`config.mk`:
```
export PLATFORM = sky130hd
export DESIGN_NAME = hidden_act_bank
export DESIGN_NICKNAME = d
export VERILOG_FILES = /design/src/nn_out_pkg.sv /design/src/hidden_act_bank.sv
export SDC_FILE = /design/constraint.sdc
export NUM_CORES = 2
export LEC_CHECK = 0
export BUFFER_PORTS_ARGS = -buffer_cell sky130_fd_sc_hd__buf_4
export CAP_MARGIN = 10
export CELL_PAD_IN_SITES_DETAIL_PLACEMENT = 1
export CELL_PAD_IN_SITES_GLOBAL_PLACEMENT = 1
export CORE_MARGIN = 4
export CORE_UTILIZATION = 57
export DETAILED_ROUTE_END_ITERATION = 10
export GPL_ROUTABILITY_DRIVEN = 0
export PLACE_DENSITY_LB_ADDON = 0.15
export SYNTH_ARGS = -nofsm -noshare
export SYNTH_HDL_FRONTEND = slang
export SYNTH_SLANG_ARGS = --single-unit
```
`constraint.sdc`:
```
create_clock -name clk -period 3.6 [get_ports clk]
set_input_delay 0.18 -clock clk [delete_from_list [all_inputs] [get_ports clk]]
set_output_delay 0.18 -clock clk [all_outputs]
set_load 0.05 [all_outputs]
```
`src/nn_out_pkg.sv`:
```
// Shared widths and payload types of the output-layer operand fetch
// The step counter spans 64 steps, and only the first 60 map to real slots

package nn_out_pkg;

    localparam int DATA_WIDTH     = 32;
    localparam int NUM_HIDDEN     = 60;
    localparam int STEP_WIDTH     = 6;
    localparam int CASE_WIDTH     = 5;
    localparam int ROM_BANK_DEPTH = 1024;

    // Derived sizes
    localparam int LAST_SLOT         = NUM_HIDDEN - 1;
    localparam int ROM_INDEX_WIDTH   = $clog2(ROM_BANK_DEPTH);
    localparam int WEIGHT_ADDR_WIDTH = CASE_WIDTH + STEP_WIDTH;

    typedef logic [DATA_WIDTH-1:0] act_t;
    typedef logic [DATA_WIDTH-1:0] weight_t;
    typedef logic [STEP_WIDTH-1:0] slot_t;
    typedef logic [STEP_WIDTH-1:0] step_t;
    typedef logic [CASE_WIDTH-1:0] weight_case_t;

    // Top bit of weight_case picks the ROM bank
    typedef struct packed {
        weight_case_t weight_case;
        step_t        step;
    } weight_addr_t;

    // One activation write into the hidden bank
    typedef struct packed {
        slot_t slot;
        act_t  data;
    } hidden_wr_t;

    // Operand pair handed to the output-layer MAC
    typedef struct packed {
        act_t    act;
        weight_t weight;
    } mac_operand_t;

endpackage
```
`src/hidden_act_bank.sv`:
```
// Hidden-layer activation bank with one write port and one registered read port
// Steps past the last slot read the last slot again
// A write and a read of the same slot at one edge return the old value

`timescale 1ns/1ps

module hidden_act_bank
    import nn_out_pkg::*;
(
    input  logic       clk,
    input  logic       rst_n,
    input  logic       wr_en,
    input  hidden_wr_t wr,
    input  step_t      step,
    output act_t       act
);

    act_t                  slots [NUM_HIDDEN];
    logic [NUM_HIDDEN-1:0] slot_we;
    slot_t                 rd_slot;

    // One-hot write decode from the slot index
    always_comb begin
        for (int i = 0; i < NUM_HIDDEN; i++) begin
            slot_we[i] = wr_en && (wr.slot == slot_t'(i));
        end
    end

    always_ff @(posedge clk or negedge rst_n) begin
        if (!rst_n) begin
            for (int i = 0; i < NUM_HIDDEN; i++) begin
                slots[i] <= '0;
            end
        end else begin
            for (int i = 0; i < NUM_HIDDEN; i++) begin
                if (slot_we[i]) begin
                    slots[i] <= wr.data;
                end
            end
        end
    end

    // Steps 59 to 63 all land on the last slot
    assign rd_slot = (step > step_t'(LAST_SLOT)) ? slot_t'(LAST_SLOT) : slot_t'(step);

    always_ff @(posedge clk or negedge rst_n) begin
        if (!rst_n) begin
            act <= '0;
        end else begin
            act <= slots[rd_slot];
        end
    end

    // Writer must stay inside the bank, the decode drops anything beyond it
    a_wr_slot_in_range: assert property (
        @(posedge clk) disable iff (!rst_n)
        wr_en |-> (wr.slot < slot_t'(NUM_HIDDEN))
    );

endmodule

```
==> impl_results.md <==
- Post-DP Area: 0.0935 sq mm
- Clock Path Buffers: 3
- RSZ-0062 raised after global routing: no
- Number of synthesized flops with an enable pin: 0
- Worst setup path startpoint: step[5]
- GR Overflow Total: 0
- Clk root buf: clkbuf_16
- Die width: 404 um
- Via Count: 63,000
- Fin. Hold Viols: 0
- Ports: 79
- Tmin final: 3230 ps
- Reg clk slew, reported paths: 60 ps
- Detailed-route DRC error count: 0
- XOR/XNOR Fraction of Synth Area: 0%
- Post-route ant nets: 0
- PortBufs: 78
- Syn_nets: 7,051
- Register area share after synthesis: 54.6%
- Placed Cells: 8,776
- Synthesized instance count: 7,004
- Post-synthesis compound-gate area fraction: 8.38%
- CORE AREA: 0.156 sq mm
- Fin nets: 6,983
- Endpoints failing setup: 0
- Post-synthesis adder-cell area fraction: 0%
- Area growth syn-to-layout: 12.2%
- Crit Reg-Reg Endpoint: act[29]
- Reg2Reg Depth: 5
- Worst setup path endpoint: act[29]
- Crit. End Element: flop
- R2r setup slk: 970 ps
- Via density: 6.87
- Starting Density: 57.3%
- Unique cell type count in the Yosys netlist: 45
- Largest family of logic cells by synthesized area: multiplexers
- Required time worst endpoint: 4230 ps
- Initial drt markers: 5,935
- Routed WL per cell: 33.4 um
- Peak VDD IR: 0.497 mV
- H-tree lvl count: 4
- CP Launch Type: primary input
- Non-Filler Instances: 9,176
- Antenna violations before repair: 18
- RR Startpoint: slots[1149]
- Synthesized cell area: 0.0895 sq mm
- YS warnings: 0
- Clk sinks: 1,952
- CTS Buf Count: 201
- Lkg Pwr: 47.0 nW
- Simple-gate area share of the yosys netlist: 4.93%
- Rel. slew slack: 3.87%
- Outcome: completed
- Worst setup path class: primary input to flop
- Critical-path maximum fanout: 18
- Vias in the first global route: 68,800
- Overall routing resource usage: 37.4%
- Std cell rows: 145
- Die area: 0.163 sq mm
- Fraction of registers with async set/reset: 100%
- Synth Register Bits: 1,952
- CTS tree: done
- DRT Pass-1 Iters: 6
- Fin crit share: 89.6%
- Setup TNS: 0 ps
- Slew @ Worst Pin: 1430 ps
- Layout Skew: 17.7 ps
- Total of max-cap violations: 0
- Layout cells sized above 1: 40.5%
- Tot Pwr: 0.0556 W
- Finished Cell Area: 0.100 sq mm
- Worst-skew pair later-pin latency: 850 ps
- Max Slew Vio Count: 0
- Total Wirelength: 306 mm
- Peak Freq: 0.310 GHz
- Post-synth top flop: dfrtp_1
- Die Y: 404 um
- Power per cell area: 553 mW/mm^2
- CP arrival: 3860 ps
- HPWL Detailed: 178 mm
- First-pass GRT wire length: 458 mm
- Post-synthesis mux area share: 28.7%
- Post_cts resized: 0
- Hold crit path type: primary input to flop
- Pin count of the biggest net entering global routing: 122
- Mean Syn Cell Area: 12.8 sq um
==> placed cells by master, fill, tap and decap left out, drive strengths merged, types with 4 or more instances in the layout <==
| cell | n |
|---|---|
| a211oi | 320 |
| a21oi | 287 |
| a221oi | 96 |
| a311oi | 32 |
| and2 | 32 |
| buf | 423 |
| bufinv | 9 |
| clkbuf | 320 |
| clkinv | 42 |
| clkinvlp | 4 |
| dfrtp | 1952 |
| diode | 10 |
| dlygate4sd3 | 12 |
| inv | 6 |
| mux2 | 2080 |
| mux2i | 224 |
| nand2 | 465 |
| nand2b | 7 |
| nand3 | 33 |
| nor2 | 89 |
| nor2b | 66 |
| nor3 | 230 |
| nor3b | 4 |
| nor4 | 33 |
| o211ai | 32 |
| o21ai | 129 |
| o221ai | 64 |
| o31ai | 33 |
| o32ai | 32 |
| o41ai | 32 |
| or2 | 5 |
==> worst min path at each step <==
stage,endpoint,slack (ps),cells after the start,startpoint
6_report,slots[988],30,2,wr[28]
5_1_grt,slots[1308],30,2,wr[28]
4_1_cts,slots[1308],0.4,2,wr[28]
3_5_place_dp,slots[1883],280,1,rst_n
3_3_place_gp,slots[1882],300,1,rst_n
2_1_floorplan,act[0],-120,0,rst_n
==> sequential cells by signal, indices dropped and copies added, names as in the netlist <==
register  cells
slots      1920
act          32
==> power by group <==
| group | switching [W] | internal [W] |
|---|---|---|
| Clock | 0.00903 | 0.0125 |
| Combinational | 0.00399 | 0.00344 |
| Sequential | 0.00171 | 0.0248 |
| Total | 0.0147 | 0.0408 |
==> routing by layer <==
| metal | track usage [%] | share of wire (%) | vias to the layer above |
|---|---|---|---|
| li1 | - | - | 25400 |
| met1 | 50.7 | 42 | 34200 |
| met2 | 58.9 | 46 | 2621 |
| met3 | 7.94 | 7.5 | 758 |
| met4 | 15.8 | 4.4 | 12 |
| met5 | 0 | 0.026 | - |
==> synthesized netlist by cell type (all sizes together), types with 33 or more instances <==
cell type	number	area share [%]
nand2	465	1.9
o31ai	33	0.28
nor2b	66	0.46
mux2i	224	2.5
nor4	33	0.23
o21ai	129	0.72
mux2	2080	26
buf	349	1.9
a221oi	96	0.95
nor2	89	0.38
a211oi	320	2.7
clkbuf	360	1.5
nor3	230	1.3
a21oi	287	1.6
o221ai	64	0.63
dfrtp	1952	55
nand3	33	0.18
==> what timing repair did <==
action,in CTS,in global routing
endpoints found under the hold margin,246,0
hold buffers,12,0
setup buffers,0,0
==> logic make-up after synthesis <==
family          after synthesis
flops                      1952
simple gates                974
compound gates             1062
buf+inv                     712
mux                        2304
==> through the flow <==
| step | hold slack (ps) | util (%) | worst slack, ps |
|---|---|---|---|
| after floorplan | -116 | - | 1700 |
| after global placement | 295 | 59.8 | 179 |
| after detailed placement | 284 | 59.8 | 156 |
| after CTS | 0.434 | 64.3 | 652 |
| after global routing | 30.3 | 64.3 | 554 |
| final | 30.2 | 64.3 | 373 |
==> worst max-delay path, stage by stage <==
cell	delay (ps)
dlygate4sd3_1	540
buf_4	210
a41oi_4	310
buf_12	250
buf_4	280
buf_4	240
mux2i_1	230
a211oi_1	100
nor4_1	1210
o32ai_1	260
==> final cells by class <==
type,instances,area [sq um]
timing repair buffer,438,4240
fill,14600,55700
inverter,3,12.5
multi-input combinational,4340,38000
tap,2058,2570
sequential,1952,48800
antenna,10,25.0
clock inverter,58,578
clock buffer,317,6260
Power figures use the tool's default switching activity.
